File: src/logic/bus_pkg.sv
package bus_pkg;

    // Host bus geometry
    localparam int ADDR_W = 32;
    localparam int DATA_W = 32;
    localparam int BE_W   = DATA_W / 8;

    // One access as latched by the host front end
    typedef struct packed {
        logic [ADDR_W-1:0] addr;
        logic [DATA_W-1:0] wdata;
        logic [BE_W-1:0]   be;
    } bus_req_t;

    // Any enabled byte lane makes the access a store
    function automatic logic is_write(
        input logic [BE_W-1:0] be
    );
        return |be;
    endfunction

    // Replace the enabled byte lanes of old_word with those of new_word
    function automatic logic [DATA_W-1:0] merge_bytes(
        input logic [DATA_W-1:0] old_word,
        input logic [DATA_W-1:0] new_word,
        input logic [BE_W-1:0]   be
    );
        logic [DATA_W-1:0] word;
        word = old_word;
        for (int i = 0; i < BE_W; i++) begin
            if (be[i]) begin
                word[i*8 +: 8] = new_word[i*8 +: 8];
            end
        end
        return word;
    endfunction

endpackage

File: src/logic/map_pkg.sv
package map_pkg;

    //////////////////////////////////////////////////////////////////////
    // Address map, inclusive byte windows
    //////////////////////////////////////////////////////////////////////
    localparam logic [bus_pkg::ADDR_W-1:0] RAM_BASE = 32'h0000_0000;
    localparam logic [bus_pkg::ADDR_W-1:0] RAM_LAST = 32'h0000_2fff;
    localparam logic [bus_pkg::ADDR_W-1:0] TC0_BASE = 32'h0000_7f00;
    localparam logic [bus_pkg::ADDR_W-1:0] TC0_LAST = 32'h0000_7f0b;
    localparam logic [bus_pkg::ADDR_W-1:0] TC1_BASE = 32'h0000_7f10;
    localparam logic [bus_pkg::ADDR_W-1:0] TC1_LAST = 32'h0000_7f1b;
    localparam logic [bus_pkg::ADDR_W-1:0] INT_BASE = 32'h0000_7f20;
    localparam logic [bus_pkg::ADDR_W-1:0] INT_LAST = 32'h0000_7f23;

    localparam int RAM_WORDS = 3072;
    localparam int RAM_IDX_W = $clog2(RAM_WORDS);

    //////////////////////////////////////////////////////////////////////
    // Timer register layout
    //////////////////////////////////////////////////////////////////////
    localparam logic [3:0] TC_CTRL   = 4'h0;
    localparam logic [3:0] TC_PRESET = 4'h4;
    localparam logic [3:0] TC_COUNT  = 4'h8;

    // CTRL fields
    localparam int CTRL_EN      = 0;
    localparam int CTRL_MODE_LO = 1;
    localparam int CTRL_MODE_W  = 2;
    localparam int CTRL_IM      = 3;
    localparam int CTRL_W       = 4;

    localparam logic [CTRL_MODE_W-1:0] MODE_ONESHOT = 2'd0;
    localparam logic [CTRL_MODE_W-1:0] MODE_RELOAD  = 2'd1;

endpackage

File: src/logic/dev_bus_if.sv
// One memory-mapped access channel between an initiator and a device
interface dev_bus_if (
    input logic clk
);

    logic [bus_pkg::ADDR_W-1:0] addr;
    logic [bus_pkg::DATA_W-1:0] wdata;
    logic [bus_pkg::BE_W-1:0]   be;
    logic [bus_pkg::DATA_W-1:0] rdata;
    logic                       sel;

    // Initiator side
    modport host (
        input  clk,
        output addr,
        output wdata,
        output be,
        output sel,
        input  rdata
    );

    // Target side, rdata is combinational from addr
    modport dev (
        input  clk,
        input  addr,
        input  wdata,
        input  be,
        input  sel,
        output rdata
    );

endinterface

File: src/logic/timer_counter.sv
module timer_counter (
    input  logic    clk,
    input  logic    rst,
    dev_bus_if.dev  bus,
    output logic    irq
);

    logic [map_pkg::CTRL_W-1:0]      ctrl;
    logic [bus_pkg::DATA_W-1:0]      preset;
    logic [bus_pkg::DATA_W-1:0]      count;
    logic [map_pkg::CTRL_MODE_W-1:0] mode;
    logic [3:0]                      reg_off;
    logic [bus_pkg::DATA_W-1:0]      ctrl_word;
    logic [bus_pkg::DATA_W-1:0]      ctrl_new;
    logic [bus_pkg::DATA_W-1:0]      preset_new;
    logic                            wr;
    logic                            wr_ctrl;
    logic                            wr_preset;
    logic                            oneshot;
    logic                            reload;
    logic                            tick;
    logic                            expire;

    //////////////////////////////////////////////////////////////////////
    // Register access
    //////////////////////////////////////////////////////////////////////
    assign reg_off   = {bus.addr[3:2], 2'b00};
    assign wr        = bus.sel && bus_pkg::is_write(bus.be);
    assign wr_ctrl   = wr && (reg_off == map_pkg::TC_CTRL);
    assign wr_preset = wr && (reg_off == map_pkg::TC_PRESET);

    assign ctrl_word  = {{(bus_pkg::DATA_W - map_pkg::CTRL_W){1'b0}}, ctrl};
    assign ctrl_new   = bus_pkg::merge_bytes(ctrl_word, bus.wdata, bus.be);
    assign preset_new = bus_pkg::merge_bytes(preset, bus.wdata, bus.be);

    // COUNT is read-only from the bus
    always_comb begin
        case (reg_off)
            map_pkg::TC_CTRL:   bus.rdata = ctrl_word;
            map_pkg::TC_PRESET: bus.rdata = preset;
            map_pkg::TC_COUNT:  bus.rdata = count;
            default:            bus.rdata = '0;
        endcase
    end

    //////////////////////////////////////////////////////////////////////
    // Countdown
    //////////////////////////////////////////////////////////////////////
    assign mode    = ctrl[map_pkg::CTRL_MODE_LO +: map_pkg::CTRL_MODE_W];
    assign oneshot = (mode == map_pkg::MODE_ONESHOT);
    assign reload  = (mode == map_pkg::MODE_RELOAD);
    assign tick    = ctrl[map_pkg::CTRL_EN] && (count != '0);

    // Last decrement this cycle, unless a PRESET write overrides it
    assign expire = tick && (count == 1) && !wr_preset;

    always_ff @(posedge clk) begin
        if (rst) begin
            preset <= '0;
            count  <= '0;
        end else if (wr_preset) begin
            preset <= preset_new;
            count  <= preset_new;
        end else if (expire && reload) begin
            count <= preset;
        end else if (tick) begin
            count <= count - 1'b1;
        end
    end

    always_ff @(posedge clk) begin
        if (rst) begin
            ctrl <= '0;
        end else if (wr_ctrl) begin
            ctrl <= ctrl_new[map_pkg::CTRL_W-1:0];
        end else if (expire && oneshot) begin
            ctrl[map_pkg::CTRL_EN] <= 1'b0;
        end
    end

    // One-shot holds irq until CTRL is rewritten; other modes pulse it
    always_ff @(posedge clk) begin
        if (rst) begin
            irq <= 1'b0;
        end else if (wr_ctrl) begin
            irq <= 1'b0;
        end else if (expire && ctrl[map_pkg::CTRL_IM]) begin
            irq <= 1'b1;
        end else if (!oneshot) begin
            irq <= 1'b0;
        end
    end

    irq_masked: assert property (@(posedge clk) disable iff (rst)
        irq |-> ctrl[map_pkg::CTRL_IM])
        else $error("timer irq high with IM clear");

endmodule

File: src/flat_wrapper.sv
// flat-port wrapper written by rule: the top's interface ports become plain ports
module timer_counter_flat 
  (clk, rst, irq, bus_addr, bus_wdata, bus_be, bus_sel, bus_rdata);
  dev_bus_if bus_i (.clk(clk));
  input  logic clk;
  input  logic rst;
  output logic irq;
  input wire logic [$bits(bus_i.addr)-1:0] bus_addr;
  input wire logic [$bits(bus_i.wdata)-1:0] bus_wdata;
  input wire logic [$bits(bus_i.be)-1:0] bus_be;
  input wire logic [$bits(bus_i.sel)-1:0] bus_sel;
  output wire logic [$bits(bus_i.rdata)-1:0] bus_rdata;
  assign bus_i.addr = bus_addr;
  assign bus_i.wdata = bus_wdata;
  assign bus_i.be = bus_be;
  assign bus_i.sel = bus_sel;
  assign bus_rdata = bus_i.rdata;
  timer_counter u_core (.clk(clk), .rst(rst), .bus(bus_i), .irq(irq));
endmodule
File: config.mk
export PLATFORM = sky130hd
export DESIGN_NAME = timer_counter_flat
export DESIGN_NICKNAME = d
export VERILOG_FILES = /design/src/logic/bus_pkg.sv /design/src/logic/map_pkg.sv /design/src/logic/dev_bus_if.sv /design/src/logic/timer_counter.sv /design/src/flat_wrapper.sv
export SDC_FILE = /design/constraint.sdc
export NUM_CORES = 1
export LEC_CHECK = 0
export BUFFER_PORTS_ARGS = -buffer_cell sky130_fd_sc_hd__buf_2
export CORE_MARGIN = 2
export CORE_UTILIZATION = 58
export CTS_CLUSTER_SIZE = 24
export DETAILED_ROUTE_END_ITERATION = 10
export MAX_ROUTING_LAYER = met4
export PLACE_DENSITY = 0.86
export SKIP_CTS_REPAIR_TIMING = 1
export SYNTH_ARGS = -nofsm -noshare
export SYNTH_HDL_FRONTEND = slang
export SYNTH_SLANG_ARGS = --single-unit
File: constraint.sdc
create_clock -name clk -period 5.83 [get_ports clk]
set_input_delay 1.166 -clock clk [delete_from_list [all_inputs] [get_ports clk]]
set_output_delay 1.166 -clock clk [all_outputs]
set_load 0.02 [all_outputs]
==> metrics.txt <==
status=completed; CP top delay family=simple AND/OR/NAND/NOR gates; area share of and/or/nand/nor cells after synthesis=0.255; CP max-delay cell=nor2b_2; Worst-Margin Slew=1.24 ns; largest net degree at the start of global routing=36; IO Port Bufs=73; Tcrit/Tclk final=0.694; layout cell share with drive strength beyond 1=0.203; synth unique cells=71; xor/xnor share of the synthesized area=0.00211; max incr delay on CP=1.02 ns; Cell Area, Synth=4160 um^2; Initial Util=0.605; clk sinks=69; sequential fraction of the synthesis area=0.332; Compound-Gate Fraction of Synth Area=0.321; Fmax=247 MHz; Rel. slew slack=0.171; Clock Skews=0.00721 ns; CTS Buffer Depth=2; Hold Violations, Final=0; Syn. warnings=0; All-Layer GR Usage=0.337; WS Path Type=input pin to output port; crit-path max FO=28; DIE HEIGHT=88.7 um; non-filler instance count after layout=677; Syn Area/Cell=7.89 um^2; antenna-violating nets left=0; post-synth top area share=0.332; HPWL Detailed=8570 um; Reg clk slew, reported paths=0.07 ns; WP data required=4.66 ns; P_int=1020 uW; Setup Viol. Count Final=0; Bufs and invs on worst path=2; # rows=30; DIE AREA=7860 um^2; Worst VDD drop=0.206 mV; DP Cell Count=662; critical path endpoint category=output port; wirelength, routed=12500 um; vias per std cell=6.70; syn nets=601; Seq pwr share=0.327; 1st-pass router iterations=7; final setup TNS=0 ns; Seq cells post-synth=69; RSZ-0062 raised after global routing=false; first-pass GRT wire length=20100 um; number of synthesized flops with an enable pin=0; FF-to-FF setup slack=2.26 ns; switching pwr=749 uW; GPL Wtd Cong=0.942; total power divided by cell area=379 nW/um^2; # nets final=651; initial antenna violation count=0; most frequent cells in the layout=nand2_1, buf_2, dfxtp_1; Crit path arrival time=2.88 ns; Sw Share=0.423; TritonCTS clock tree=built; commonest non-fill, non-tap cell in the layout=nand2_1; Startpoint Class=input pin; Async SR Flop Fraction=0; Chip Width=88.7 um; root buf cell=clkbuf_8; Clk pwr share=0.191; clk_lat worst skew=0.35 ns; ranking of synthesized cells by area=dfxtp_1, nand2_1, a22o_1; ANT cells=0; Yosys top cell by area=dfxtp_1; total number of vias=4539; Period minus WS final=4.04 ns; Cells after Synth=527; Tightest Hold Check Type=flop to flop; most used cell along the critical path=buf_2; Core ar.=6870 um^2; WL/cell=18.5 um; CP cell instances=buf_2 > nor2b_2 > a22o_1 > buf_2; # DRC=0; TritonCTS Buffers=9; P_leak=0.00183 uW; mux contribution to synthesized area=0.0244; vias in the first global route=4280; fin. max-slew vios=0; Synth Area in Adders=0.00903; area delta synth->final=12.5%; initial DRC count=495; GRT Residual Overflow=0; Post-synth top flop=dfxtp_1; Comb pwr share=0.482; largest family of logic cells by synthesized area=compound AO/OA/AOI/OAI gates; H-tree Lvls=3; max cap viols=0; # IOs=104
-- Yosys cell counts, types with 6 or more instances --
cell type  count
a21oi_1       49
a22o_1        29
buf_2          7
clkbuf_1      27
dfxtp_1       69
inv_1         16
mux2i_1        9
nand2_1       82
nor2_1        33
nor2b_1        6
nor3_1        12
nor4_1        13
o21ai_0       32
o32ai_1        9
or2_2          7
or4_1          8
-- sequential cells by signal (all words and copies together), names as in the netlist --
register and flops:
u_core.count 32, u_core.preset 32, u_core.ctrl 4, u_core.irq 1
-- worst reg2reg max path: stages (launching register included) --
cell	delay, ns
dfxtp_1	0.52
inv_1	0.12
ha_1	0.28
nand3b_1	0.20
a2111oi_1	0.47
nor4b_4	0.73
or2_2	0.63
o21ai_1	0.15
a311o_1	0.36
-- metal layers --
layer	global-route usage	part of all wire	vias to the layer above
met5	-	0	-
met1	0.407	0.40	2100
li1	-	-	2095
met3	0.0765	0.10	43
met4	0.152	0.026	0
met2	0.534	0.48	301
-- logic make-up after synthesis --
logic type | after synthesis
flops | 69
xor+xnor | 1
buf+inv | 54
simple gates | 204
compound gates | 186
fa+ha+maj | 3
mux | 10
-- worst paths after layout --
check,endpoint,from,cells past startpoint
worst min-delay path,u_core.preset[10],u_core.preset[10],2
worst min register to register,u_core.preset[10],u_core.preset[10],2
worst max-delay path,bus_rdata[13],bus_addr[3],4
worst max register to register,u_core.count[25],u_core.count[0],8
-- power by group through the flow --
stage | clock network (uW) | registers (uW) | logic [uW]
6_report | 339 | 578 | 854
5_1_grt | 359 | 585 | 922
4_1_cts | 340 | 574 | 829
3_5_place_dp | 0 | 585 | 824
3_3_place_gp | 0 | 581 | 793
2_1_floorplan | 0 | 562 | 642
-- layout make-up --
cell class,count,area [um^2]
Clock buffer,13,149
Clock inverter,2,10.0
Fill cell,573,2190
Inverter,16,60.1
Multi-Input combinational cell,404,2560
Sequential cell,69,1380
Tap cell,96,120
Timing Repair Buffer,77,395
-- metrics by stage --
| step | setup slack (ns) | hold slack (ns) | util | power (uW) | instance area (um^2) |
|---|---|---|---|---|---|
| floorplan | 2.32 | 0.446 | - | 1200 | 4160 |
| global placement | 1.50 | 0.455 | 0.658 | 1370 | 4520 |
| detailed placement | 1.66 | 0.464 | 0.658 | 1410 | 4520 |
| CTS | 1.80 | 0.473 | 0.681 | 1740 | 4680 |
| global route | 1.67 | 0.496 | 0.681 | 1870 | 4680 |
| finish | 1.79 | 0.474 | 0.681 | 1770 | 4680 |
(Power assumes the default switching activity.)
