$ cat config.mk
export PLATFORM = sky130hd
export DESIGN_NAME = sys_bridge_flat
export DESIGN_NICKNAME = d
export VERILOG_FILES = /design/src/logic/bus_pkg.sv /design/src/logic/map_pkg.sv /design/src/logic/dev_bus_if.sv /design/src/logic/sys_bridge.sv /design/src/flat_wrapper.sv
export SDC_FILE = /design/constraint.sdc
export NUM_CORES = 1
export LEC_CHECK = 0
export BUFFER_PORTS_ARGS = -buffer_cell sky130_fd_sc_hd__buf_4
export CAP_MARGIN = 15
export CORE_AREA = 2 2 172 174
export DETAILED_ROUTE_END_ITERATION = 10
export DIE_AREA = 0 0 174 176
export PLACE_DENSITY = 0.42
export SLEW_MARGIN = 0
export SYNTH_ARGS = -nofsm -noshare
export SYNTH_HDL_FRONTEND = slang
export SYNTH_SLANG_ARGS = --single-unit
$ cat constraint.sdc
create_clock -name vclk -period 3.7
set_clock_uncertainty 0.05 [all_clocks]
set_input_delay 0.185 -clock vclk [all_inputs]
set_output_delay 0.185 -clock vclk [all_outputs]
set_load 0.01 [all_outputs]
$ cat src/logic/bus_pkg.sv
package bus_pkg;

    // Host bus geometry
    localparam int ADDR_W = 32;
    localparam int DATA_W = 32;
    localparam int BE_W   = DATA_W / 8;

    // One access as latched by the host front end
    typedef struct packed {
        logic [ADDR_W-1:0] addr;
        logic [DATA_W-1:0] wdata;
        logic [BE_W-1:0]   be;
    } bus_req_t;

    // Any enabled byte lane makes the access a store
    function automatic logic is_write(
        input logic [BE_W-1:0] be
    );
        return |be;
    endfunction

    // Replace the enabled byte lanes of old_word with those of new_word
    function automatic logic [DATA_W-1:0] merge_bytes(
        input logic [DATA_W-1:0] old_word,
        input logic [DATA_W-1:0] new_word,
        input logic [BE_W-1:0]   be
    );
        logic [DATA_W-1:0] word;
        word = old_word;
        for (int i = 0; i < BE_W; i++) begin
            if (be[i]) begin
                word[i*8 +: 8] = new_word[i*8 +: 8];
            end
        end
        return word;
    endfunction

endpackage

$ cat src/logic/map_pkg.sv
package map_pkg;

    //////////////////////////////////////////////////////////////////////
    // Address map, inclusive byte windows
    //////////////////////////////////////////////////////////////////////
    localparam logic [bus_pkg::ADDR_W-1:0] RAM_BASE = 32'h0000_0000;
    localparam logic [bus_pkg::ADDR_W-1:0] RAM_LAST = 32'h0000_2fff;
    localparam logic [bus_pkg::ADDR_W-1:0] TC0_BASE = 32'h0000_7f00;
    localparam logic [bus_pkg::ADDR_W-1:0] TC0_LAST = 32'h0000_7f0b;
    localparam logic [bus_pkg::ADDR_W-1:0] TC1_BASE = 32'h0000_7f10;
    localparam logic [bus_pkg::ADDR_W-1:0] TC1_LAST = 32'h0000_7f1b;
    localparam logic [bus_pkg::ADDR_W-1:0] INT_BASE = 32'h0000_7f20;
    localparam logic [bus_pkg::ADDR_W-1:0] INT_LAST = 32'h0000_7f23;

    localparam int RAM_WORDS = 3072;
    localparam int RAM_IDX_W = $clog2(RAM_WORDS);

    //////////////////////////////////////////////////////////////////////
    // Timer register layout
    //////////////////////////////////////////////////////////////////////
    localparam logic [3:0] TC_CTRL   = 4'h0;
    localparam logic [3:0] TC_PRESET = 4'h4;
    localparam logic [3:0] TC_COUNT  = 4'h8;

    // CTRL fields
    localparam int CTRL_EN      = 0;
    localparam int CTRL_MODE_LO = 1;
    localparam int CTRL_MODE_W  = 2;
    localparam int CTRL_IM      = 3;
    localparam int CTRL_W       = 4;

    localparam logic [CTRL_MODE_W-1:0] MODE_ONESHOT = 2'd0;
    localparam logic [CTRL_MODE_W-1:0] MODE_RELOAD  = 2'd1;

endpackage

$ cat src/logic/dev_bus_if.sv
// One memory-mapped access channel between an initiator and a device
interface dev_bus_if (
    input logic clk
);

    logic [bus_pkg::ADDR_W-1:0] addr;
    logic [bus_pkg::DATA_W-1:0] wdata;
    logic [bus_pkg::BE_W-1:0]   be;
    logic [bus_pkg::DATA_W-1:0] rdata;
    logic                       sel;

    // Initiator side
    modport host (
        input  clk,
        output addr,
        output wdata,
        output be,
        output sel,
        input  rdata
    );

    // Target side, rdata is combinational from addr
    modport dev (
        input  clk,
        input  addr,
        input  wdata,
        input  be,
        input  sel,
        output rdata
    );

endinterface

$ cat src/logic/sys_bridge.sv
module sys_bridge (
    input  logic                       ext_int,
    input  logic                       int_ack,
    dev_bus_if.dev                     cpu,
    dev_bus_if.host                    ram,
    dev_bus_if.host                    tc0,
    dev_bus_if.host                    tc1,
    output logic [bus_pkg::ADDR_W-1:0] int_addr,
    output logic [bus_pkg::BE_W-1:0]   int_byteen
);

    logic hit_ram;
    logic hit_tc0;
    logic hit_tc1;
    logic hit_int;
    logic int_wr;

    function automatic logic in_window(
        input logic [bus_pkg::ADDR_W-1:0] a,
        input logic [bus_pkg::ADDR_W-1:0] base,
        input logic [bus_pkg::ADDR_W-1:0] last
    );
        return (a >= base) && (a <= last);
    endfunction

    //////////////////////////////////////////////////////////////////////
    // Address decode
    //////////////////////////////////////////////////////////////////////
    assign hit_ram = in_window(cpu.addr, map_pkg::RAM_BASE, map_pkg::RAM_LAST);
    assign hit_tc0 = in_window(cpu.addr, map_pkg::TC0_BASE, map_pkg::TC0_LAST);
    assign hit_tc1 = in_window(cpu.addr, map_pkg::TC1_BASE, map_pkg::TC1_LAST);
    assign hit_int = in_window(cpu.addr, map_pkg::INT_BASE, map_pkg::INT_LAST);

    // Same address, data and lanes go to every device
    assign ram.addr  = cpu.addr;
    assign ram.wdata = cpu.wdata;
    assign ram.be    = cpu.be;
    assign tc0.addr  = cpu.addr;
    assign tc0.wdata = cpu.wdata;
    assign tc0.be    = cpu.be;
    assign tc1.addr  = cpu.addr;
    assign tc1.wdata = cpu.wdata;
    assign tc1.be    = cpu.be;

    // Only the device that was hit sees sel
    assign ram.sel = cpu.sel && hit_ram;
    assign tc0.sel = cpu.sel && hit_tc0;
    assign tc1.sel = cpu.sel && hit_tc1;

    // Unmapped reads come back as zero
    always_comb begin
        if (hit_ram) begin
            cpu.rdata = ram.rdata;
        end else if (hit_tc0) begin
            cpu.rdata = tc0.rdata;
        end else if (hit_tc1) begin
            cpu.rdata = tc1.rdata;
        end else begin
            cpu.rdata = '0;
        end
    end

    //////////////////////////////////////////////////////////////////////
    // Interrupt device response port
    //////////////////////////////////////////////////////////////////////
    assign int_wr = cpu.sel && bus_pkg::is_write(cpu.be) && hit_int;

    always_comb begin
        if (ext_int && int_ack) begin
            // Acknowledge cycle of the external interrupt
            int_addr   = map_pkg::INT_BASE;
            int_byteen = 4'b0001;
        end else if (int_wr) begin
            int_addr   = cpu.addr;
            int_byteen = 4'b0001;
        end else begin
            int_addr   = '0;
            int_byteen = '0;
        end
    end

    dev_sel_onehot: assert property (@(posedge cpu.clk)
        $onehot0({ram.sel, tc0.sel, tc1.sel}))
        else $error("more than one device selected");

endmodule

$ cat src/flat_wrapper.sv
// flat-port wrapper written by rule: the top's interface ports become plain ports
module sys_bridge_flat 
  (ext_int, int_ack, int_addr, int_byteen, clk, cpu_addr, cpu_wdata, cpu_be, cpu_sel, cpu_rdata, ram_addr, ram_wdata, ram_be, ram_sel, ram_rdata, tc0_addr, tc0_wdata, tc0_be, tc0_sel, tc0_rdata, tc1_addr, tc1_wdata, tc1_be, tc1_sel, tc1_rdata);
  dev_bus_if cpu_i (.clk(clk));
  dev_bus_if ram_i (.clk(clk));
  dev_bus_if tc0_i (.clk(clk));
  dev_bus_if tc1_i (.clk(clk));
  input  logic ext_int;
  input  logic int_ack;
  output logic [bus_pkg::ADDR_W-1:0] int_addr;
  output logic [bus_pkg::BE_W-1:0] int_byteen;
  input wire logic clk;
  input wire logic [$bits(cpu_i.addr)-1:0] cpu_addr;
  input wire logic [$bits(cpu_i.wdata)-1:0] cpu_wdata;
  input wire logic [$bits(cpu_i.be)-1:0] cpu_be;
  input wire logic [$bits(cpu_i.sel)-1:0] cpu_sel;
  output wire logic [$bits(cpu_i.rdata)-1:0] cpu_rdata;
  output wire logic [$bits(ram_i.addr)-1:0] ram_addr;
  output wire logic [$bits(ram_i.wdata)-1:0] ram_wdata;
  output wire logic [$bits(ram_i.be)-1:0] ram_be;
  output wire logic [$bits(ram_i.sel)-1:0] ram_sel;
  input wire logic [$bits(ram_i.rdata)-1:0] ram_rdata;
  output wire logic [$bits(tc0_i.addr)-1:0] tc0_addr;
  output wire logic [$bits(tc0_i.wdata)-1:0] tc0_wdata;
  output wire logic [$bits(tc0_i.be)-1:0] tc0_be;
  output wire logic [$bits(tc0_i.sel)-1:0] tc0_sel;
  input wire logic [$bits(tc0_i.rdata)-1:0] tc0_rdata;
  output wire logic [$bits(tc1_i.addr)-1:0] tc1_addr;
  output wire logic [$bits(tc1_i.wdata)-1:0] tc1_wdata;
  output wire logic [$bits(tc1_i.be)-1:0] tc1_be;
  output wire logic [$bits(tc1_i.sel)-1:0] tc1_sel;
  input wire logic [$bits(tc1_i.rdata)-1:0] tc1_rdata;
  assign cpu_i.addr = cpu_addr;
  assign cpu_i.wdata = cpu_wdata;
  assign cpu_i.be = cpu_be;
  assign cpu_i.sel = cpu_sel;
  assign cpu_rdata = cpu_i.rdata;
  assign ram_addr = ram_i.addr;
  assign ram_wdata = ram_i.wdata;
  assign ram_be = ram_i.be;
  assign ram_sel = ram_i.sel;
  assign ram_i.rdata = ram_rdata;
  assign tc0_addr = tc0_i.addr;
  assign tc0_wdata = tc0_i.wdata;
  assign tc0_be = tc0_i.be;
  assign tc0_sel = tc0_i.sel;
  assign tc0_i.rdata = tc0_rdata;
  assign tc1_addr = tc1_i.addr;
  assign tc1_wdata = tc1_i.wdata;
  assign tc1_be = tc1_i.be;
  assign tc1_sel = tc1_i.sel;
  assign tc1_i.rdata = tc1_rdata;
  sys_bridge u_core (.ext_int(ext_int), .int_ack(int_ack), .cpu(cpu_i), .ram(ram_i), .tc0(tc0_i), .tc1(tc1_i), .int_addr(int_addr), .int_byteen(int_byteen));
endmodule
==> key figures <==
Final layout
  • Final net count: 582
  • Layout clock buffers: 0
  • FFs & Latches: 0
  • Diodes inserted: 0
  • Post-route non-filler standard cell count: between 700 and 800
  • Area growth syn-to-layout: 33.9%
  • Register area: 0 um^2
  • Layout fillers: 3325
  • Share of cells above drive strength 1: just over 80%

Drt
  • Routed vias: 2360
  • First DRT Iteration DRCs: 45
  • DRT Wirelength: 10.8 mm
  • Via/cell ratio: 2.96
  • Drt first pass iters: 4
  • DRC: 0
  • Avg WL per Cell: between 10 and 15 um
  • DRT antenna net count: 0

Job
  • Max Cap Violations: 0

Yosys
  • Ranking of synthesized cells by area: buf_4 62%, mux2_2 13%, a32o_1 9.3%
  • Synthesized area: 2790 um^2
  • Most common library cells after synthesis: 229 x buf_4, 32 x mux2_2, 26 x a32o_1, 9 x a22o_1
  • Gate Count Post-Synth: between 300 and 400
  • Sequential element share of the synthesized area: 0%
  • Avg Cell Area, Syn: 8.17 um^2
  • Yosys top cell by area: buf_4
  • Yosys Warn Count: 0
  • Distinct cells, synth: 27
  • Post-synth top area share: 61.5%
  • Top-count cell post-synth: buf_4

Floorplan
  • Chip height: 176 um
  • # rows: 62
  • Core ar.: 28500 um^2
  • Die X: 174 um
  • I/O Pins: 443
  • Initial Util: roughly a tenth
  • Die area: 30600 um^2

Timing
  • Hold Vio Cnt, Final: 0
  • Slew headroom: 60.2%
  • Final worst path period share: approximately 65%
  • Slew Limit Fails: 0
  • Final setup fails: 0
  • Worst-Margin Slew: 0.597 ns
  • Final Hold Slack: 0.320 ns
  • Tmin final: 2.39 ns
  • Fin Setup TNS: 0 ns
  • RSZ-0062 raised after global routing: false
  • Highest Clock Rate: about 420 MHz

Setup path
  • Delay-heaviest family, CP: simple AND/OR/NAND/NOR gates
  • Worst EP required: between 3 and 4 ns
  • Startpoint types: primary input
  • Crit path kind: primary input to output port
  • CP Max Fanout: 45
  • Worst Path Arrival: 2.15 ns
  • Crit-path slowest cell: buf_4
  • Cell chain of the critical path: buf_4, nor4_1, nand2_1, nor4_4, buf_4, and4_2, buf_4
  • Most frequent CP cell: buf_4
  • Max incr delay on CP: roughly 0.47 ns
  • Buffers plus inverters on the worst setup path: 3
  • CP Capture Type: output port

Power and ir drop
  • Cell Pwr Density: between 90 and 100 nW/um^2
  • Final Power: 343 uW
  • Pleak: ~1.8 nW
  • Peak VDD IR: approximately 0.000029 V

Clocking
  • Setup Fix Bufs, Post-CTS: 0
  • CTS resizes: 0
  • Hold buffer count at cts: 0

Global routing
  • Initial antenna violation count: 0
  • Gr ovfl total: 0
  • Largest net degree at the start of global routing: 46
  • GRT Total Usage: 6.12%
  • Vias in the first global route: 2246
  • First-pass GRT wire length: 14.4 mm

Placement
  • Placed insts: a little under 800
  • DP HPWL: slightly below 9 mm
  • Routability cong.: about 0.67
  • Port Buffers: 289

Outcome
  • Outcome: complete, no violations

Worst hold path
  • Worst Hold Class: primary input to output port
==> per-layer routing <==
metal,vias up,GRT usage (%),wire (um)
li1,1077,-,-
met5,-,0,0
met3,30,1.98,1220
met1,1068,6.55,3790
met4,0,1.33,235
met2,185,11.7,5560
==> report_power, final <==
part           total [mW]  internal, mW  switching [mW]
logic               0.343         0.200           0.143
registers               0             0               0
clock network           0             0               0
==> logic make-up (layout without fill, tap and decap cells) <==
family	Yosys count	count (layout)	share of synthesized area (%)
buffers and inverters	246	292	65.2
muxes	32	32	12.9
other	1	25	0.134
AOI/OAI and AO/OA	43	43	15.9
and+or+nand+nor	20	20	5.91
==> area by class of cell <==
cell class	instances	area [um^2]	share of cell area, %
repair buffers	292	2190	58.6
multi-input cells	120	1070	28.6
well taps	384	480	12.8
==> cells in the final DEF (no fill, tap or decap), types with 2 or more instances in the layout <==
cell type / Yosys / routed
nor4_2: 2 / 2
nand2_1: 2 / 2
nor2_1: 2 / 2
a32o_2: 6 / 6
a22o_1: 9 / 9
conb_1: 1 / 25
mux2_2: 32 / 32
a32o_1: 26 / 26
and4_2: 3 / 3
buf_4: 229 / 292
==> final timing paths <==
check / startpoint / endpoint / slack (ns) / cells past startpoint
setup / recovery: cpu_addr[25] / int_addr[1] / 1.31 / 7
hold / removal: cpu_wdata[23] / ram_wdata[23] / 0.32 / 0
==> metrics by stage <==
| step | cell area (um^2) | utilization [%] | setup WS [ns] |
|---|---|---|---|
| floorplan | 2880 | - | 1.95 |
| detailed placement | 3740 | 13.1 | 1.31 |
| global route | 3740 | 13.1 | 1.20 |
| finish | 3740 | 13.1 | 1.31 |
| global placement | 3740 | 13.1 | 1.31 |
| CTS | 3740 | 13.1 | 1.30 |
Note: power is estimated with default switching activity, not from simulation.
