===== config.mk =====
export PLATFORM = sky130hd
export DESIGN_NAME = host_port_flat
export DESIGN_NICKNAME = d
export VERILOG_FILES = /design/src/logic/bus_pkg.sv /design/src/logic/dev_bus_if.sv /design/src/logic/host_port.sv /design/src/flat_wrapper.sv
export SDC_FILE = /design/constraint.sdc
export NUM_CORES = 1
export LEC_CHECK = 0
export ABC_AREA = 1
export BUFFER_PORTS_ARGS = -buffer_cell sky130_fd_sc_hd__buf_2
export CAP_MARGIN = 10
export CORE_UTILIZATION = 41
export CTS_CLUSTER_SIZE = 24
export DETAILED_ROUTE_END_ITERATION = 8
export PLACE_DENSITY = 0.82
export SLEW_MARGIN = 20
export SYNTH_ARGS = -nofsm -noshare
export SYNTH_HDL_FRONTEND = slang
export SYNTH_SLANG_ARGS = --single-unit

===== constraint.sdc =====
create_clock -name clk -period 4.88 [get_ports clk]
set_clock_uncertainty 0.05 [all_clocks]
set_input_delay 0.244 -clock clk [delete_from_list [all_inputs] [get_ports clk]]
set_output_delay 0.244 -clock clk [all_outputs]
set_load 0.02 [all_outputs]

===== src/logic/bus_pkg.sv =====
package bus_pkg;

    // Host bus geometry
    localparam int ADDR_W = 32;
    localparam int DATA_W = 32;
    localparam int BE_W   = DATA_W / 8;

    // One access as latched by the host front end
    typedef struct packed {
        logic [ADDR_W-1:0] addr;
        logic [DATA_W-1:0] wdata;
        logic [BE_W-1:0]   be;
    } bus_req_t;

    // Any enabled byte lane makes the access a store
    function automatic logic is_write(
        input logic [BE_W-1:0] be
    );
        return |be;
    endfunction

    // Replace the enabled byte lanes of old_word with those of new_word
    function automatic logic [DATA_W-1:0] merge_bytes(
        input logic [DATA_W-1:0] old_word,
        input logic [DATA_W-1:0] new_word,
        input logic [BE_W-1:0]   be
    );
        logic [DATA_W-1:0] word;
        word = old_word;
        for (int i = 0; i < BE_W; i++) begin
            if (be[i]) begin
                word[i*8 +: 8] = new_word[i*8 +: 8];
            end
        end
        return word;
    endfunction

endpackage


===== src/logic/dev_bus_if.sv =====
// One memory-mapped access channel between an initiator and a device
interface dev_bus_if (
    input logic clk
);

    logic [bus_pkg::ADDR_W-1:0] addr;
    logic [bus_pkg::DATA_W-1:0] wdata;
    logic [bus_pkg::BE_W-1:0]   be;
    logic [bus_pkg::DATA_W-1:0] rdata;
    logic                       sel;

    // Initiator side
    modport host (
        input  clk,
        output addr,
        output wdata,
        output be,
        output sel,
        input  rdata
    );

    // Target side, rdata is combinational from addr
    modport dev (
        input  clk,
        input  addr,
        input  wdata,
        input  be,
        input  sel,
        output rdata
    );

endinterface


===== src/logic/host_port.sv =====
module host_port (
    input  logic                       clk,
    input  logic                       rst,
    input  logic                       req,
    input  logic [bus_pkg::ADDR_W-1:0] addr,
    input  logic [bus_pkg::DATA_W-1:0] wdata,
    input  logic [bus_pkg::BE_W-1:0]   be,
    output logic                       ack,
    output logic [bus_pkg::DATA_W-1:0] rdata,
    dev_bus_if.host                    bus
);

    typedef enum logic [1:0] {
        ST_IDLE,
        ST_ACCESS,
        ST_DONE
    } state_t;

    state_t            state;
    bus_pkg::bus_req_t req_q;
    logic [bus_pkg::DATA_W-1:0] rdata_q;

    //////////////////////////////////////////////////////////////////////
    // Handshake FSM
    //////////////////////////////////////////////////////////////////////
    always_ff @(posedge clk) begin
        if (rst) begin
            state <= ST_IDLE;
            ack   <= 1'b0;
        end else begin
            // ack trails the DONE state by one cycle on both edges
            ack <= (state == ST_DONE);
            case (state)
                ST_IDLE: begin
                    if (req) begin
                        state <= ST_ACCESS;
                    end
                end
                ST_ACCESS: begin
                    state <= ST_DONE;
                end
                ST_DONE: begin
                    // Host keeps req high, we just keep waiting
                    if (!req) begin
                        state <= ST_IDLE;
                    end
                end
                default: begin
                    state <= ST_IDLE;
                end
            endcase
        end
    end

    // Request latch and read data capture
    always_ff @(posedge clk) begin
        if (state == ST_IDLE && req) begin
            req_q.addr  <= addr;
            req_q.wdata <= wdata;
            req_q.be    <= be;
        end
        if (state == ST_ACCESS) begin
            rdata_q <= bus.rdata;
        end
    end

    // Single-cycle access toward the bridge
    assign bus.sel   = (state == ST_ACCESS);
    assign bus.addr  = req_q.addr;
    assign bus.wdata = req_q.wdata;
    assign bus.be    = req_q.be;
    assign rdata     = rdata_q;

    //////////////////////////////////////////////////////////////////////
    // Checks
    //////////////////////////////////////////////////////////////////////
    ack_after_req: assert property (@(posedge clk) disable iff (rst)
        $rose(ack) |-> $past(req))
        else $error("ack rose without a pending req");

    sel_one_cycle: assert property (@(posedge clk) disable iff (rst)
        bus.sel |=> !bus.sel)
        else $error("bus sel held for more than one cycle");

endmodule


===== src/flat_wrapper.sv =====
// flat-port wrapper written by rule: the top's interface ports become plain ports
module host_port_flat 
  (clk, rst, req, addr, wdata, be, ack, rdata, bus_addr, bus_wdata, bus_be, bus_sel, bus_rdata);
  dev_bus_if bus_i (.clk(clk));
  input  logic clk;
  input  logic rst;
  input  logic req;
  input  logic [bus_pkg::ADDR_W-1:0] addr;
  input  logic [bus_pkg::DATA_W-1:0] wdata;
  input  logic [bus_pkg::BE_W-1:0] be;
  output logic ack;
  output logic [bus_pkg::DATA_W-1:0] rdata;
  output wire logic [$bits(bus_i.addr)-1:0] bus_addr;
  output wire logic [$bits(bus_i.wdata)-1:0] bus_wdata;
  output wire logic [$bits(bus_i.be)-1:0] bus_be;
  output wire logic [$bits(bus_i.sel)-1:0] bus_sel;
  input wire logic [$bits(bus_i.rdata)-1:0] bus_rdata;
  assign bus_addr = bus_i.addr;
  assign bus_wdata = bus_i.wdata;
  assign bus_be = bus_i.be;
  assign bus_sel = bus_i.sel;
  assign bus_i.rdata = bus_rdata;
  host_port u_core (.clk(clk), .rst(rst), .req(req), .addr(addr), .wdata(wdata), .be(be), .ack(ack), .rdata(rdata), .bus(bus_i));
endmodule

==> metrics.txt, run 1 <==
status=complete, no violations; reg-to-reg setup timing slack=2960 ps; number of synthesized flops with an enable pin=100; Die Area=7970 µm²; GR Util met1=19.0%; CP startpoint kind=flop; Routed WL per cell=16.3 µm; # fillers=435; relative slew slack=57.2%; Die Span Y=89.3 µm; CP max FO=54; total power=1840 µW; Max Cap Violations=0; Post-Syn Area=3120 µm²; IO buf count=204; Pwr per Cell Area=343 nW/µm²; Core ar.=7290 µm²; Num CTS Buffers=9; Pre-Repair DR Iteration Count=5; syn_nets=218; met3 GRT Util=10.1%; Distinct cells, synth=11; Peak VDD IR=0.000193 V; area leader, netlist=edfxtp_1; Reg power frac=56.9%; RSZ-0062 raised after global routing=no; global-route wire length before repair=11200 µm; CP endpoint kind=flop; Required @ worst endpoint=4830 ps; sequential area share after synthesis=98.0%; vias in the first global route=2331; Starting Density=42.8%; Tmin final=1920 ps; total internal power=1390 µW; later-pin clock latency in the skew report=350 ps; DRT iter0 DRCs=72; Sw Ratio=24.4%; Ys Warns=0; FP Rows=31; Clock Power Share=30.0%; maximum clock frequency=0.522 GHz; critical path type=flop to flop; fin crit share=39.3%; fin nets=521; GRT Max-Usage Layer=met2; Final Instance Area=5370 µm²; Area after DPL=4280 µm²; worst slew pin tran=642 ps; die width=89.3 µm; setup tns final=0 ps; endpoints failing setup=0; Psw=450 µW; area of the multi-input gates=50.0 µm²; gate count of the mapped netlist=115; top-count cell post-synth=edfxtp_1; top-area cell type share of the netlist area=96.1%; Pleak=0.00229 µW; CTS Sinks=103; post-route ant nets=0; WP data arrival=1860 ps; share of post-route cells with drive strength above 1=53.7%; met2 usage=36.4%; Gate power share=13.1%; worst min-delay path category=input port to flop; Clock Pin Slew Worst Setup and Hold Paths=100 ps; gpl congestion=0.791; total number of vias=2289; initial antenna violation count=0; top_reg_cell synth=edfxtp_1; postcts setup bufs=0; largest net degree at the start of global routing=55; clock root cell=clkbuf_8; gr usage total=20.1%; Synth async-reset ratio=0%; DR vias/cell=4.38; CTS H-tree lvls=3; FF+latch area=3060 µm²; GRT overflow=0; synthesized flop and latch total=103; HPWL Detailed=4570 µm; Final Routed Wirelength=8510 µm; top post-synthesis cells by area=edfxtp_1 96%, dfxtp_1 1.9%, inv_1 0.48%; IO Count=205; P&R area growth vs syn=71.8%; TritonCTS clock tree=done; DRC=0; clock tree buffer depth=2; Synth Area per Inst=27.2 µm²; synth cell count leaders=100 x edfxtp_1, 4 x inv_1, 3 x dfxtp_1; max-slew violation total from the final report=0; Hold Fails Final Rpt=0
[metrics by stage]
step / hold WS, ps / setup slack, ps / utilization [%] / instances
2_1_floorplan: 256 / 1040 / - / 115
3_3_place_gp: 370 / 3000 / 58.8 / 419
3_5_place_dp: 372 / 2950 / 58.8 / 419
4_1_cts: 0.347 / 2940 / 72.4 / 513
5_1_grt: -1.21 / 2850 / 73.6 / 522
6_report: 17.7 / 2960 / 73.6 / 523
[metal layers]
| layer | share of wire [%] | wire length [µm] | vias to the layer above |
|---|---|---|---|
| li1 | - | - | 1056 |
| met5 | 0 | 0 | - |
| met1 | 33 | 2840 | 1034 |
| met3 | 12 | 1050 | 21 |
| met4 | 2.4 | 204 | 0 |
| met2 | 52 | 4420 | 178 |
[state kept, by name (all words and copies together), names as in the netlist]
| signal | count |
|---|---|
| u_core.bus.wdata | 32 |
| u_core.ack | 1 |
| u_core.bus.addr | 32 |
| u_core.state | 2 |
| u_core.rdata | 32 |
| u_core.bus.be | 4 |
[what timing repair did]
| item | 4_1_cts | 5_1_grt |
|---|---|---|
| hold endpoints to repair | 78 | 9 |
| gates resized for setup | 0 | 0 |
| hold buffers | 78 | 9 |
[power by group through the flow]
stage / Sequential (µW) / Combinational [µW] / Clock (µW)
6_report: 1050 / 241 / 552
5_1_grt: 1050 / 257 / 588
4_1_cts: 1050 / 231 / 554
3_5_place_dp: 1070 / 182 / 0
3_3_place_gp: 1060 / 178 / 0
2_1_floorplan: 1140 / 22.1 / 0
[path summary, 6_finish.rpt]
check | startpoint | to | depth (start not counted)
max | u_core.state[0]$_SDFFE_PP0P_ | u_core.bus.wdata[28]$_DFFE_PP_ | 4
min | wdata[31] | u_core.bus.wdata[31]$_DFFE_PP_ | 1
max reg2reg | u_core.state[0]$_SDFFE_PP0P_ | u_core.bus.wdata[28]$_DFFE_PP_ | 4
min reg2reg | u_core.state[1]$_SDFFE_PP0P_ | u_core.ack$_SDFF_PP0_ | 2
[placed cells by master, fill, tap and decap left out, types with 2 or more instances in the layout]
master           n
buf_2          204
clkbuf_8         9
clkinv_4         3
dfxtp_1          3
dlygate4sd3_1   87
edfxtp_1       100
inv_1            3
inv_2            2
inv_8            2
[final cells by class]
class / count / share of cell area (%)
sequential: 103 / 57.0
timing repair buffer: 292 / 35.4
clock buffer: 9 / 2.31
tap: 99 / 2.31
clock inverter: 7 / 1.63
multi-input combinational: 7 / 0.932
inverter: 5 / 0.350
antenna: 1 / 0.0466
[cells by family (layout without fill, tap and decap cells)]
| kind of cell | Yosys count | after routing | share of synthesized area [%] |
|---|---|---|---|
| and+or+nand+nor | 6 | 6 | 1.08 |
| buffers and inverters | 5 | 313 | 0.600 |
| AOI/OAI and AO/OA | 1 | 1 | 0.280 |
| other | 0 | 1 | 0 |
| DFF | 103 | 103 | 98.0 |
[critical path, stage by stage (launching register included)]
cell	delay [ps]
dfxtp_1	340
inv_1	80
nand2_1	110
nor2_4	350
buf_4	620
Power figures use the tool's default switching activity.
==> run 2: changes to the inputs <==
==> constraint.sdc (replaced) <==
create_clock -name clk -period 1.9 [get_ports clk]
set_clock_uncertainty 0.05 [all_clocks]
set_input_delay 0.095 -clock clk [delete_from_list [all_inputs] [get_ports clk]]
set_output_delay 0.095 -clock clk [all_outputs]
set_load 0.02 [all_outputs]
==> run 2 against run 1 <==
Net effect:
- synthesized cell count unchanged
- the flow now stops in clock tree synthesis
- synthesized area did not move
==> metrics.txt, run 2 <==
CTS Sinks=103 (unchanged); DP Worst Slack=572 ps (-2380 ps); Num CTS Buffers=9 (unchanged); top-count cell post-synth=edfxtp_1; IO buf count=204 (unchanged); First Err=[ERROR RSZ-0060] Max buffer count reached.; sequential area share after synthesis=98.0% (unchanged); number of synthesized flops with an enable pin=100 (unchanged); top_reg_cell synth=edfxtp_1; Synth async-reset ratio=0% (unchanged); synthesized flop and latch total=103 (unchanged); clock root cell=clkbuf_8; top post-synthesis cells by area=edfxtp_1 96%, dfxtp_1 1.9%, inv_1 0.48%; CTS Hold Bufs=102 (+31%); Area after DPL=4310 µm² (+0.55%); gpl congestion=0.819 (+3.5%); Ys Warns=0 (unchanged); Post-Syn Area=3120 µm² (unchanged); synth cell count leaders=100 x edfxtp_1, 4 x inv_1, 3 x dfxtp_1; post_cts resized=0 (unchanged); syn_nets=218 (unchanged); FP Rows=31 (unchanged); IO Count=205 (unchanged); top-area cell type share of the netlist area=96.1% (unchanged); Die Span Y=89.3 µm (unchanged); clock tree buffer depth=2 (unchanged); Synth Area per Inst=27.2 µm² (unchanged); CTS H-tree lvls=3 (unchanged); status=stopped before the end; Exit stage=clock tree synthesis; HPWL Detailed=4850 µm (+6.1%); gate count of the mapped netlist=115 (unchanged); postcts setup bufs=0 (unchanged); Starting Density=42.8% (unchanged); area leader, netlist=edfxtp_1; die width=89.3 µm (unchanged); Distinct cells, synth=11 (unchanged)
[run 2: logic make-up after synthesis]
family | count (synthesis) | synth area share, %
simple gates | 6 | 1.08
buf+inv | 5 | 0.600
compound gates | 1 | 0.280
flops | 103 | 98.0
[run 2: through the flow]
step | hold WS (ps) | instances | util (%)
3_5_place_dp | 223 | 420 | 59.1
3_3_place_gp | 221 | 420 | 59.1
2_1_floorplan | 107 | 115 | -
==> run 3: changes to the inputs <==
--- a/config.mk
+++ b/config.mk
@@ -8,10 +8,9 @@
 export ABC_AREA = 1
 export BUFFER_PORTS_ARGS = -buffer_cell sky130_fd_sc_hd__buf_2
 export CAP_MARGIN = 10
-export CORE_UTILIZATION = 41
-export CTS_CLUSTER_SIZE = 24
+export CORE_UTILIZATION = 40
 export DETAILED_ROUTE_END_ITERATION = 8
-export PLACE_DENSITY = 0.82
+export PLACE_DENSITY_LB_ADDON = 0.15
 export SLEW_MARGIN = 20
 export SYNTH_ARGS = -nofsm -noshare
 export SYNTH_HDL_FRONTEND = slang
==> run 3 against run 2 <==
Net effect:
- the run again fails in clock tree synthesis
- synthesized area did not move
- synthesized cell count did not move
==> metrics.txt, run 3 <==
IO Count=205 (unchanged); CTS Sinks=103 (unchanged); status=stopped before the end; top-count cell post-synth=edfxtp_1; gate count of the mapped netlist=115 (unchanged); top-area cell type share of the netlist area=96.1% (unchanged); IO buf count=204 (unchanged); synth cell count leaders=100 x edfxtp_1, 4 x inv_1, 3 x dfxtp_1; sequential area share after synthesis=98.0% (unchanged); Starting Density=42.2% (-0.67 points); Post-Syn Area=3120 µm² (unchanged); Num CTS Buffers=9 (unchanged); synthesized flop and latch total=103 (unchanged); postcts setup bufs=0 (unchanged); area leader, netlist=edfxtp_1; clock root cell=clkbuf_8; DP Worst Slack=548 ps (-23.9 ps); Exit stage=clock tree synthesis; gpl congestion=0.683 (-17%); number of synthesized flops with an enable pin=100 (unchanged); post_cts resized=0 (unchanged); die width=90.4 µm (+1.2%); top post-synthesis cells by area=edfxtp_1 96%, dfxtp_1 1.9%, inv_1 0.48%; top_reg_cell synth=edfxtp_1; FP Rows=31 (unchanged); First Err=[ERROR RSZ-0060] Max buffer count reached.; CTS Hold Bufs=101 (-0.98%); Ys Warns=0 (unchanged); clock tree buffer depth=2 (unchanged); Synth async-reset ratio=0% (unchanged); Synth Area per Inst=27.2 µm² (unchanged); syn_nets=218 (unchanged); Die Span Y=90.4 µm (+1.2%); HPWL Detailed=4740 µm (-2.4%); Distinct cells, synth=11 (unchanged); CTS H-tree lvls=3 (unchanged)
## run 3: cell counts after synthesis
No cell type changed its count.
## run 3: cell families after synthesis
group / after synthesis / share of synthesized area, %
flip-flops: 103 / 98.0
AND/OR/NAND/NOR: 6 / 1.08
AO/OA/AOI/OAI: 1 / 0.280
buffers and inverters: 5 / 0.600
## run 3: per-stage QoR
| stage | instance area (µm²) | std cells |
|---|---|---|
| 2_1_floorplan | 3140 | 115 |
| 3_3_place_gp | 4310 | 420 |
| 3_5_place_dp | 4310 | 420 |
